File: src/cw_defines.svh
`ifndef CW_DEFINES_SVH
`define CW_DEFINES_SVH

// register map
`define CW_TRIGSRC_ADDR    6'd39 // trigger source mask and combine mode
`define CW_TRIGMOD_ADDR    6'd40 // trigger module select, fpa drive
`define CW_IOROUTE_ADDR    6'd55 // 8 byte routing word
`define CW_IOREAD_ADDR     6'd59 // target io pin read-back, read only

// widths
`define CW_ADDR_W          6
`define CW_BYTE_W          8
`define CW_BYTECNT_W       16
`define CW_HYPLEN_W        16
`define CW_IOROUTE_BYTES   8
`define CW_NUM_TARGETIO    4
`define CW_NUM_USI_LINES   3  // usi only on lines 1..3
`define CW_OC_LINE         2  // zero based index of line 3, open collector modes
`define CW_TRIG_NSRC       6  // fpa, nrst, io1..io4

// reset values
`define CW_TRIGSRC_RST     8'h01
`define CW_TRIGMOD_RST     8'h00
`define CW_IOROUTE_RST     64'h0000_0000_0000_0201 // gpio1 tx, gpio2 rx

// bits inside a gpio routing byte
`define CW_GPIO_TX         0
`define CW_GPIO_RX         1
`define CW_GPIO_USIO       2
`define CW_GPIO_USII       3
`define CW_GPIO_USOC       4
`define CW_GPIO_TXO        5
`define CW_GPIO_LVL        6
`define CW_GPIO_EN         7

// bits in the extra bytes of the routing word
`define CW_AVRPROG_BIT     40
`define CW_PWROFF_BIT      41
`define CW_NRST_EN_BIT     48
`define CW_NRST_BIT        49
`define CW_PDID_EN_BIT     50
`define CW_PDID_BIT        51
`define CW_PDIC_EN_BIT     52
`define CW_PDIC_BIT        53

`define CW_TRIGMOD_FPA_BIT 3  // trigger out on front panel a

`endif

File: src/cw_pkg.sv
`include "cw_defines.svh"

package cw_pkg;

	typedef logic [`CW_ADDR_W-1:0]                  cw_addr_t;     // register address
	typedef logic [`CW_BYTE_W-1:0]                  cw_byte_t;     // register data
	typedef logic [`CW_BYTECNT_W-1:0]               cw_bytecnt_t;  // byte index in a transfer
	typedef logic [`CW_HYPLEN_W-1:0]                cw_hyplen_t;   // register length in bytes
	typedef logic [`CW_IOROUTE_BYTES*`CW_BYTE_W-1:0] cw_ioroute_t; // gpio1..4, glitch, extra
	typedef logic [`CW_NUM_TARGETIO-1:0]            cw_targetio_t; // one bit per target line

	// trigsrc bits 7:6
	typedef enum logic [1:0] {
		TRIG_OR   = 2'd0,
		TRIG_AND  = 2'd1, // unmasked lines count as 1
		TRIG_NAND = 2'd2,
		TRIG_OFF  = 2'd3
	} cw_trig_comb_e;

	// trigmod bits 2:0, codes 4..7 give no trigger
	typedef enum logic [2:0] {
		TRIGMOD_EDGE       = 3'd0, // external combine
		TRIGMOD_ADVIO      = 3'd1,
		TRIGMOD_ANAPATTERN = 3'd2,
		TRIGMOD_DECODEDIO  = 3'd3
	} cw_trig_module_e;

endpackage

File: src/cw_io_top.sv
module cw_io_top (
	input  logic                 clk,
	input  logic                 reset,
	// register bus
	input  cw_pkg::cw_addr_t     reg_address_i,
	input  cw_pkg::cw_bytecnt_t  reg_bytecnt_i,
	input  cw_pkg::cw_byte_t     reg_datai_i,
	input  logic                 reg_read_i,
	input  logic                 reg_write_i,
	input  logic                 reg_addrvalid_i,
	input  cw_pkg::cw_addr_t     reg_hypaddress_i,
	output cw_pkg::cw_byte_t     reg_datao_o,
	output cw_pkg::cw_hyplen_t   reg_hyplen_o,
	// trigger
	input  logic                 trigger_fpa_i,
	input  logic                 trigger_nrst_i,
	input  cw_pkg::cw_targetio_t trigger_io_i,
	input  logic                 trigger_advio_i,
	input  logic                 trigger_anapattern_i,
	input  logic                 trigger_decodedio_i,
	output logic                 trigger_o,
	output logic                 trigger_ext_o,
	output logic                 fpa_o,
	output logic                 fpa_oe_o,
	output logic                 led_auxi_o,
	output logic                 led_auxo_o,
	// target io
	input  cw_pkg::cw_targetio_t targetio_i,
	output cw_pkg::cw_targetio_t targetio_o,
	output cw_pkg::cw_targetio_t targetio_oe_o,
	input  logic                 uart_tx_i,
	output logic                 uart_rx_o,
	input  logic                 usi_out_i,
	output logic                 usi_in_o,
	output logic                 targetpower_off_o,
	output logic                 enable_avrprog_o,
	output logic                 enable_output_nrst_o,
	output logic                 output_nrst_o,
	output logic                 enable_output_pdid_o,
	output logic                 output_pdid_o,
	output logic                 enable_output_pdic_o,
	output logic                 output_pdic_o
);
	import cw_pkg::*;

	cw_byte_t     trigsrc;
	cw_byte_t     trigmod;
	cw_ioroute_t  ioroute;
	cw_targetio_t ioread; // sampled pins back to the register file

	cw_reg_file u_reg_file (
		.clk              (clk),
		.reset            (reset),
		.reg_address_i    (reg_address_i),
		.reg_bytecnt_i    (reg_bytecnt_i),
		.reg_datai_i      (reg_datai_i),
		.reg_read_i       (reg_read_i),
		.reg_write_i      (reg_write_i),
		.reg_addrvalid_i  (reg_addrvalid_i),
		.reg_hypaddress_i (reg_hypaddress_i),
		.ioread_i         (ioread),
		.reg_datao_o      (reg_datao_o),
		.reg_hyplen_o     (reg_hyplen_o),
		.trigsrc_o        (trigsrc),
		.trigmod_o        (trigmod),
		.ioroute_o        (ioroute)
	);

	cw_trigger_route u_trigger_route (
		.trigsrc_i            (trigsrc),
		.trigmod_i            (trigmod),
		.trigger_fpa_i        (trigger_fpa_i),
		.trigger_nrst_i       (trigger_nrst_i),
		.trigger_io_i         (trigger_io_i),
		.trigger_advio_i      (trigger_advio_i),
		.trigger_anapattern_i (trigger_anapattern_i),
		.trigger_decodedio_i  (trigger_decodedio_i),
		.trigger_o            (trigger_o),
		.trigger_ext_o        (trigger_ext_o),
		.fpa_o                (fpa_o),
		.fpa_oe_o             (fpa_oe_o),
		.led_auxi_o           (led_auxi_o),
		.led_auxo_o           (led_auxo_o)
	);

	cw_target_io u_target_io (
		.clk                  (clk),
		.reset                (reset),
		.ioroute_i            (ioroute),
		.targetio_i           (targetio_i),
		.targetio_o           (targetio_o),
		.targetio_oe_o        (targetio_oe_o),
		.uart_tx_i            (uart_tx_i),
		.uart_rx_o            (uart_rx_o),
		.usi_out_i            (usi_out_i),
		.usi_in_o             (usi_in_o),
		.ioread_o             (ioread),
		.targetpower_off_o    (targetpower_off_o),
		.enable_avrprog_o     (enable_avrprog_o),
		.enable_output_nrst_o (enable_output_nrst_o),
		.output_nrst_o        (output_nrst_o),
		.enable_output_pdid_o (enable_output_pdid_o),
		.output_pdid_o        (output_pdid_o),
		.enable_output_pdic_o (enable_output_pdic_o),
		.output_pdic_o        (output_pdic_o)
	);

endmodule

File: src/cw_reg_file.sv
`include "cw_defines.svh"

module cw_reg_file (
	input  logic                clk,
	input  logic                reset,
	input  cw_pkg::cw_addr_t    reg_address_i,
	input  cw_pkg::cw_bytecnt_t reg_bytecnt_i,
	input  cw_pkg::cw_byte_t    reg_datai_i,
	input  logic                reg_read_i,      // single cycle strobe
	input  logic                reg_write_i,     // single cycle strobe
	input  logic                reg_addrvalid_i, // level
	input  cw_pkg::cw_addr_t    reg_hypaddress_i,
	input  cw_pkg::cw_targetio_t ioread_i,
	output cw_pkg::cw_byte_t    reg_datao_o,
	output cw_pkg::cw_hyplen_t  reg_hyplen_o,
	output cw_pkg::cw_byte_t    trigsrc_o,
	output cw_pkg::cw_byte_t    trigmod_o,
	output cw_pkg::cw_ioroute_t ioroute_o
);
	import cw_pkg::*;

	cw_byte_t    trigsrc_q;
	cw_byte_t    trigmod_q;
	cw_ioroute_t ioroute_q;
	cw_byte_t    rdata_q;      // captured read data
	logic        rvalid_q;     // read hit a known register
	logic        addr_known;
	logic        byte_in_range; // bytecnt inside the routing word
	logic [2:0]  byte_sel;
	cw_byte_t    rdata_mux;

	assign byte_in_range = (reg_bytecnt_i < `CW_BYTECNT_W'(`CW_IOROUTE_BYTES));
	assign byte_sel      = reg_bytecnt_i[2:0];

	// address decode shared by read valid
	always_comb begin
		case (reg_address_i)
			`CW_TRIGSRC_ADDR,
			`CW_TRIGMOD_ADDR,
			`CW_IOROUTE_ADDR,
			`CW_IOREAD_ADDR: addr_known = 1'b1;
			default:         addr_known = 1'b0;
		endcase
	end

	// register writes with the routing word written bytewise
	always_ff @(posedge clk) begin
		if (reset) begin
			trigsrc_q <= `CW_TRIGSRC_RST;
			trigmod_q <= `CW_TRIGMOD_RST;
			ioroute_q <= `CW_IOROUTE_RST;
		end else if (reg_write_i) begin
			case (reg_address_i)
				`CW_TRIGSRC_ADDR: trigsrc_q <= reg_datai_i;
				`CW_TRIGMOD_ADDR: trigmod_q <= reg_datai_i;
				`CW_IOROUTE_ADDR: begin
					if (byte_in_range)
						ioroute_q[{byte_sel, 3'b000} +: `CW_BYTE_W] <= reg_datai_i;
				end
				default: ; // ioread is read only
			endcase
		end
	end

	// read data select
	always_comb begin
		case (reg_address_i)
			`CW_TRIGSRC_ADDR: rdata_mux = trigsrc_q;
			`CW_TRIGMOD_ADDR: rdata_mux = trigmod_q;
			`CW_IOROUTE_ADDR: begin
				if (byte_in_range)
					rdata_mux = ioroute_q[{byte_sel, 3'b000} +: `CW_BYTE_W];
				else
					rdata_mux = '0;
			end
			`CW_IOREAD_ADDR:  rdata_mux = {{(`CW_BYTE_W-`CW_NUM_TARGETIO){1'b0}}, ioread_i};
			default:          rdata_mux = '0;
		endcase
	end

	always_ff @(posedge clk) begin
		if (reg_read_i)
			rdata_q <= rdata_mux; // held until the next read strobe
	end

	always_ff @(posedge clk) begin
		if (reset)
			rvalid_q <= 1'b0;
		else
			rvalid_q <= reg_read_i & reg_addrvalid_i & addr_known;
	end

	assign reg_datao_o = rvalid_q ? rdata_q : '0; // zero unless a valid read last cycle

	// length of each register in bytes
	always_comb begin
		case (reg_hypaddress_i)
			`CW_TRIGSRC_ADDR: reg_hyplen_o = cw_hyplen_t'(1);
			`CW_TRIGMOD_ADDR: reg_hyplen_o = cw_hyplen_t'(1);
			`CW_IOROUTE_ADDR: reg_hyplen_o = cw_hyplen_t'(`CW_IOROUTE_BYTES);
			`CW_IOREAD_ADDR:  reg_hyplen_o = cw_hyplen_t'(1);
			default:          reg_hyplen_o = '0;
		endcase
	end

	assign trigsrc_o = trigsrc_q;
	assign trigmod_o = trigmod_q;
	assign ioroute_o = ioroute_q;

endmodule

File: src/cw_target_io.sv
`include "cw_defines.svh"

module cw_target_io (
	input  logic                 clk,
	input  logic                 reset,
	input  cw_pkg::cw_ioroute_t  ioroute_i,
	input  cw_pkg::cw_targetio_t targetio_i,
	output cw_pkg::cw_targetio_t targetio_o,
	output cw_pkg::cw_targetio_t targetio_oe_o,
	input  logic                 uart_tx_i,
	output logic                 uart_rx_o,
	input  logic                 usi_out_i,
	output logic                 usi_in_o,
	output cw_pkg::cw_targetio_t ioread_o,
	output logic                 targetpower_off_o,
	output logic                 enable_avrprog_o,
	output logic                 enable_output_nrst_o,
	output logic                 output_nrst_o,
	output logic                 enable_output_pdid_o,
	output logic                 output_pdid_o,
	output logic                 enable_output_pdic_o,
	output logic                 output_pdic_o
);
	import cw_pkg::*;

	logic         pwroff_q; // delayed power-off bit, forces high-z
	cw_targetio_t ioread_q;

	// returns {oe, o} for one line, lowest set source wins
	function automatic logic [1:0] route_line(
		input cw_byte_t cfg,
		input logic     has_usi, // lines 1..3
		input logic     has_oc,  // line 3 only
		input logic     tx,
		input logic     usi
	);
		logic [1:0] res;
		res = 2'b00;
		if (cfg[`CW_GPIO_TX])
			res = {1'b1, tx};
		else if (has_usi && cfg[`CW_GPIO_USIO])
			res = {1'b1, usi};
		else if (has_oc && cfg[`CW_GPIO_USOC])
			res = {~usi, 1'b0}; // open collector, pull low only
		else if (has_oc && cfg[`CW_GPIO_TXO])
			res = {~tx, 1'b0};
		else if (cfg[`CW_GPIO_EN])
			res = {1'b1, cfg[`CW_GPIO_LVL]}; // plain gpio level
		return res;
	endfunction

	always_ff @(posedge clk) begin
		if (reset)
			pwroff_q <= 1'b0;
		else
			pwroff_q <= ioroute_i[`CW_PWROFF_BIT];
	end

	for (genvar g = 0; g < `CW_NUM_TARGETIO; g++) begin : g_line
		logic [1:0] route;
		assign route = route_line(ioroute_i[g*`CW_BYTE_W +: `CW_BYTE_W],
			g < `CW_NUM_USI_LINES, g == `CW_OC_LINE, uart_tx_i, usi_out_i);
		assign targetio_oe_o[g] = route[1] & ~pwroff_q;
		assign targetio_o[g]    = route[0];
	end

	// rx from lowest numbered routed line, idle high otherwise
	always_comb begin
		uart_rx_o = 1'b1;
		for (int i = `CW_NUM_TARGETIO - 1; i >= 0; i--) begin
			if (ioroute_i[i*`CW_BYTE_W + `CW_GPIO_RX])
				uart_rx_o = targetio_i[i];
		end
	end

	always_comb begin
		usi_in_o = 1'b1;
		for (int i = `CW_NUM_USI_LINES - 1; i >= 0; i--) begin
			if (ioroute_i[i*`CW_BYTE_W + `CW_GPIO_USII])
				usi_in_o = targetio_i[i];
		end
	end

	// pin sample for the ioread register
	always_ff @(posedge clk) begin
		if (reset)
			ioread_q <= '0;
		else
			ioread_q <= targetio_i;
	end

	assign ioread_o          = ioread_q;
	assign targetpower_off_o = pwroff_q;

	// static controls straight from the extra bytes
	assign enable_avrprog_o     = ioroute_i[`CW_AVRPROG_BIT];
	assign enable_output_nrst_o = ioroute_i[`CW_NRST_EN_BIT];
	assign output_nrst_o        = ioroute_i[`CW_NRST_BIT];
	assign enable_output_pdid_o = ioroute_i[`CW_PDID_EN_BIT];
	assign output_pdid_o        = ioroute_i[`CW_PDID_BIT];
	assign enable_output_pdic_o = ioroute_i[`CW_PDIC_EN_BIT];
	assign output_pdic_o        = ioroute_i[`CW_PDIC_BIT];

endmodule

File: src/cw_trigger_route.sv
`include "cw_defines.svh"

module cw_trigger_route (
	input  cw_pkg::cw_byte_t     trigsrc_i,
	input  cw_pkg::cw_byte_t     trigmod_i,
	input  logic                 trigger_fpa_i,
	input  logic                 trigger_nrst_i,
	input  cw_pkg::cw_targetio_t trigger_io_i,
	input  logic                 trigger_advio_i,
	input  logic                 trigger_anapattern_i,
	input  logic                 trigger_decodedio_i,
	output logic                 trigger_o,     // to capture system
	output logic                 trigger_ext_o, // combined external trigger
	output logic                 fpa_o,
	output logic                 fpa_oe_o,
	output logic                 led_auxi_o,
	output logic                 led_auxo_o
);
	import cw_pkg::*;

	logic [`CW_TRIG_NSRC-1:0] trig_lines; // {io4, io3, io2, io1, nrst, fpa}
	logic [`CW_TRIG_NSRC-1:0] trig_mask;
	logic                     trig_or;
	logic                     trig_and;
	cw_trig_comb_e            comb_mode;
	cw_trig_module_e          mod_sel;

	assign trig_lines = {trigger_io_i, trigger_nrst_i, trigger_fpa_i};
	assign trig_mask  = trigsrc_i[`CW_TRIG_NSRC-1:0];
	assign comb_mode  = cw_trig_comb_e'(trigsrc_i[7:6]);
	assign mod_sel    = cw_trig_module_e'(trigmod_i[2:0]);

	assign trig_or  = |(trig_lines & trig_mask);
	assign trig_and = &(trig_lines | ~trig_mask); // unmasked lines read as 1

	always_comb begin
		case (comb_mode)
			TRIG_OR:   trigger_ext_o = trig_or;
			TRIG_AND:  trigger_ext_o = trig_and;
			TRIG_NAND: trigger_ext_o = ~trig_and;
			default:   trigger_ext_o = 1'b0; // off
		endcase
	end

	always_comb begin
		case (mod_sel)
			TRIGMOD_EDGE:       trigger_o = trigger_ext_o;
			TRIGMOD_ADVIO:      trigger_o = trigger_advio_i;
			TRIGMOD_ANAPATTERN: trigger_o = trigger_anapattern_i;
			TRIGMOD_DECODEDIO:  trigger_o = trigger_decodedio_i;
			default:            trigger_o = 1'b0; // codes 4..7
		endcase
	end

	// front panel a doubles as trigger out
	assign fpa_o      = trigger_o;
	assign fpa_oe_o   = trigmod_i[`CW_TRIGMOD_FPA_BIT];
	assign led_auxo_o = trigmod_i[`CW_TRIGMOD_FPA_BIT];
	assign led_auxi_o = trigsrc_i[0]; // fpa used as trigger input

endmodule
File: config.mk
export PLATFORM = sky130hd
export DESIGN_NAME = cw_io_top
export DESIGN_NICKNAME = d
export VERILOG_FILES = /design/src/cw_pkg.sv /design/src/cw_io_top.sv /design/src/cw_reg_file.sv /design/src/cw_target_io.sv /design/src/cw_trigger_route.sv
export VERILOG_INCLUDE_DIRS = /design/src /design/src/src
export SDC_FILE = /design/constraint.sdc
export NUM_CORES = 1
export LEC_CHECK = 0
export BUFFER_PORTS_ARGS = -buffer_cell sky130_fd_sc_hd__buf_2
export CAP_MARGIN = 25
export CORE_ASPECT_RATIO = 0.7
export CORE_MARGIN = 3
export CORE_UTILIZATION = 55
export CTS_CLUSTER_SIZE = 30
export DETAILED_ROUTE_END_ITERATION = 6
export PLACE_DENSITY = 0.81
export SLEW_MARGIN = 10
export SYNTH_ARGS = -nofsm -noshare
export SYNTH_HDL_FRONTEND = slang
export SYNTH_SLANG_ARGS = --single-unit
File: constraint.sdc
create_clock -name clk -period 7.9 [get_ports clk]
set_clock_uncertainty 0.15 [all_clocks]
set_input_delay 1.58 -clock clk [delete_from_list [all_inputs] [get_ports clk]]
set_output_delay 1.58 -clock clk [all_outputs]
set_load 0.01 [all_outputs]
==> impl_metrics.toml <==
[floorplan]
die_y_um = 83.2
rows = 27
coreArea_mm2 = 0.00807
ios = 104
die_w_um = 116
die_area_mm2 = 0.00969
start_util_pct = 58.1

[drt]
drt_iter0_markers = 491
route.detailed.drc = 0
wirelength_mm = 12.2
wl_met2_mm = 5.29
top_layer = "met4"
dr.pass1.iters = 6
wl_per_cell_um = 18.2
vias = 4010
dr_wl_met3_mm = 1.42
viasPerCell = 5.99
m1WireLength_mm = 5.30
antenna_left = 0

[layout]
register_area_mm2 = 0.00196
final_common_cell = "buf_2"
finish.utilization_pct = 67.0
drive_above_1_share_pct = 24.4
multi_input_area_mm2 = 0.00249
syn_to_final_growth_pct = 15.5
mostFrequentLayoutCells = "buf_2, dfxtp_1, nor2_1"
fill_cells = 632
antenna_cells = 0
nets = 622

[logic_synthesis]
synth-compound-area-share_pct = 9.05
avgSynthCellArea_um2 = 9.55
synth_xor_area_share_pct = 0
synthMuxAreaShare_pct = 21.2
netlist_instances = 491
synth_enable_flop_cells = 8
ys_ff_latch = 94
synth_flop_cell = "dfxtp_1"
synthSimpleGateAreaFrac_pct = 21.2
synthArstFlopShare_pct = 0
yosysWarningCount = 0
synth_top_family_by_area = "simple AND/OR/NAND/NOR gates"
synth_cell_type_count = 50
synthAdderAreaFrac_pct = 0.534
ys_seq_area_share_pct = 41.8
syn-cell-area_mm2 = 0.00469

[clock_network]
postCtsHoldBufs = 0
post_cts_buffers = 0
clk_path_buf_depth = 2
tritoncts = "done"
cts_sinks = 94
clock-root-buffer = "clkbuf_16"
cts.clk_slew.worst_paths_ps = 60
insertion_delay_ps = 340
cts_resized = 0
cts_buffers = 9
htreeDepth = 3

[timing]
layout_min_cycle_time_ps = 4430
tightestPinTransition_ps = 889
hold_viol_final = 0
post-route-period-util_pct = 56.1
final.setup.worst_slack_ps = 3470
fmax_mhz = 226
relSlewSlack_pct = 40.5
finalMaxSlewViolations = 0
fin_setup_tns_ps = 0
setup_viol = 0
grt_setup_unrepaired = "no"

[global_route]
overflow = 0
grt_pass1_wl_mm = 19.4
grt_max_degree = 87
grt_pass1_vias = 3693
grt.total_usage_pct = 25.8
antenna_found_initial = 0

[min_path]
hp-class = "reg2reg"

[power_and_ir_drop]
power.total_mw = 1.01
p_leak_nw = 2.44
vdd_drop_max_mv = 0.108
p_per_area_mw_per_mm2 = 186

[critical_path]
crit_type = "in2out"
start_kind = "primary input"
cp.required_ps = 6170
crit_fanout = 2
cp.arrival_ps = 2700
worstSetupEndpointType = "primary output"

[job]
max_cap_viol_count = 0

[place]
routabilityCongestion = 0.882
hpwl_mm = 8.90
port_buffers = 89
pre_cts_slack_ps = 3490

[status]
outcome = "finished, final reports clean"
-- state kept, by name (all words and copies together), names as in the netlist --
name	count
u_target_io.targetpower_off_o	1
u_reg_file.rdata_q	8
u_target_io.ioread_o	4
u_reg_file.trigmod_o	8
u_reg_file.rvalid_q	1
u_reg_file.ioroute_o	64
u_reg_file.trigsrc_o	8
-- worst paths after layout --
kind	from	to	slack, ps	cells after the start
max	trigger_nrst_i	trigger_o	3470	6
min reg2reg	u_reg_file.ioroute_o[43]	u_reg_file.ioroute_o[43]	300	2
min	u_reg_file.ioroute_o[43]	u_reg_file.ioroute_o[43]	300	2
max reg2reg	u_reg_file.ioroute_o[24]	u_reg_file.rdata_q[0]	6140	3
-- Yosys cell counts, types with 4 or more instances --
cell type / instances / area share [%]
nand3_1: 11 / 1.2
mux4_2: 16 / 7.7
nor3_1: 9 / 0.96
clkbuf_1: 12 / 0.96
edfxtp_1: 8 / 5.1
a21oi_1: 33 / 3.5
buf_4: 16 / 2.6
dfxtp_1: 86 / 37
mux2i_1: 62 / 13
inv_1: 12 / 0.96
a22oi_1: 5 / 0.80
o21ai_0: 12 / 1.3
nand2_1: 52 / 4.2
nand4_2: 5 / 1.3
and2_1: 13 / 1.7
nor2_1: 66 / 5.3
buf_2: 10 / 1.1
a211oi_1: 5 / 0.80
nor2b_1: 4 / 0.53
a222oi_1: 5 / 1.1
-- area by class of cell --
| cell class | count | area share, % |
|---|---|---|
| Clock buffer | 14 | 5.25 |
| Clock inverter | 2 | 0.693 |
| Inverter | 13 | 0.902 |
| Multi-Input combinational cell | 355 | 46.1 |
| Sequential cell | 94 | 36.2 |
| Tap cell | 101 | 2.33 |
| Timing Repair Buffer | 91 | 8.51 |
-- power breakdown --
part	switching [mW]	internal (mW)
sequential	0.00137	0.483
combinational	0.0457	0.0245
clock	0.172	0.280
-- cells by family after synthesis --
kind of cell,count (synthesis)
and+or+nand+nor,190
other,1
muxes,79
AOI/OAI and AO/OA,70
buffers and inverters,55
adders and majority gates,2
DFF,94
-- stage by stage --
| step | std cells | hold WS [ps] | cell area [µm²] |
|---|---|---|---|
| after global routing | 670 | 331 | 5410 |
| after detailed placement | 654 | 295 | 5090 |
| final | 670 | 303 | 5410 |
| after CTS | 670 | 303 | 5410 |
| after floorplan | 504 | 279 | 4740 |
| after global placement | 654 | 285 | 5090 |
-- routing by layer --
layer,vias to the layer above,GRT usage (%)
li1,1870,-
met1,1910,36.4
met2,207,36.8
met3,23,9.98
met4,0,6.85
met5,-,0
-- worst max-delay path, stage by stage --
cell and delay (ps):
buf_2 110, a222oi_1 340, and3_1 210, a211oi_1 50
o31a_1 260, buf_2 140
(Power assumes the default switching activity.)
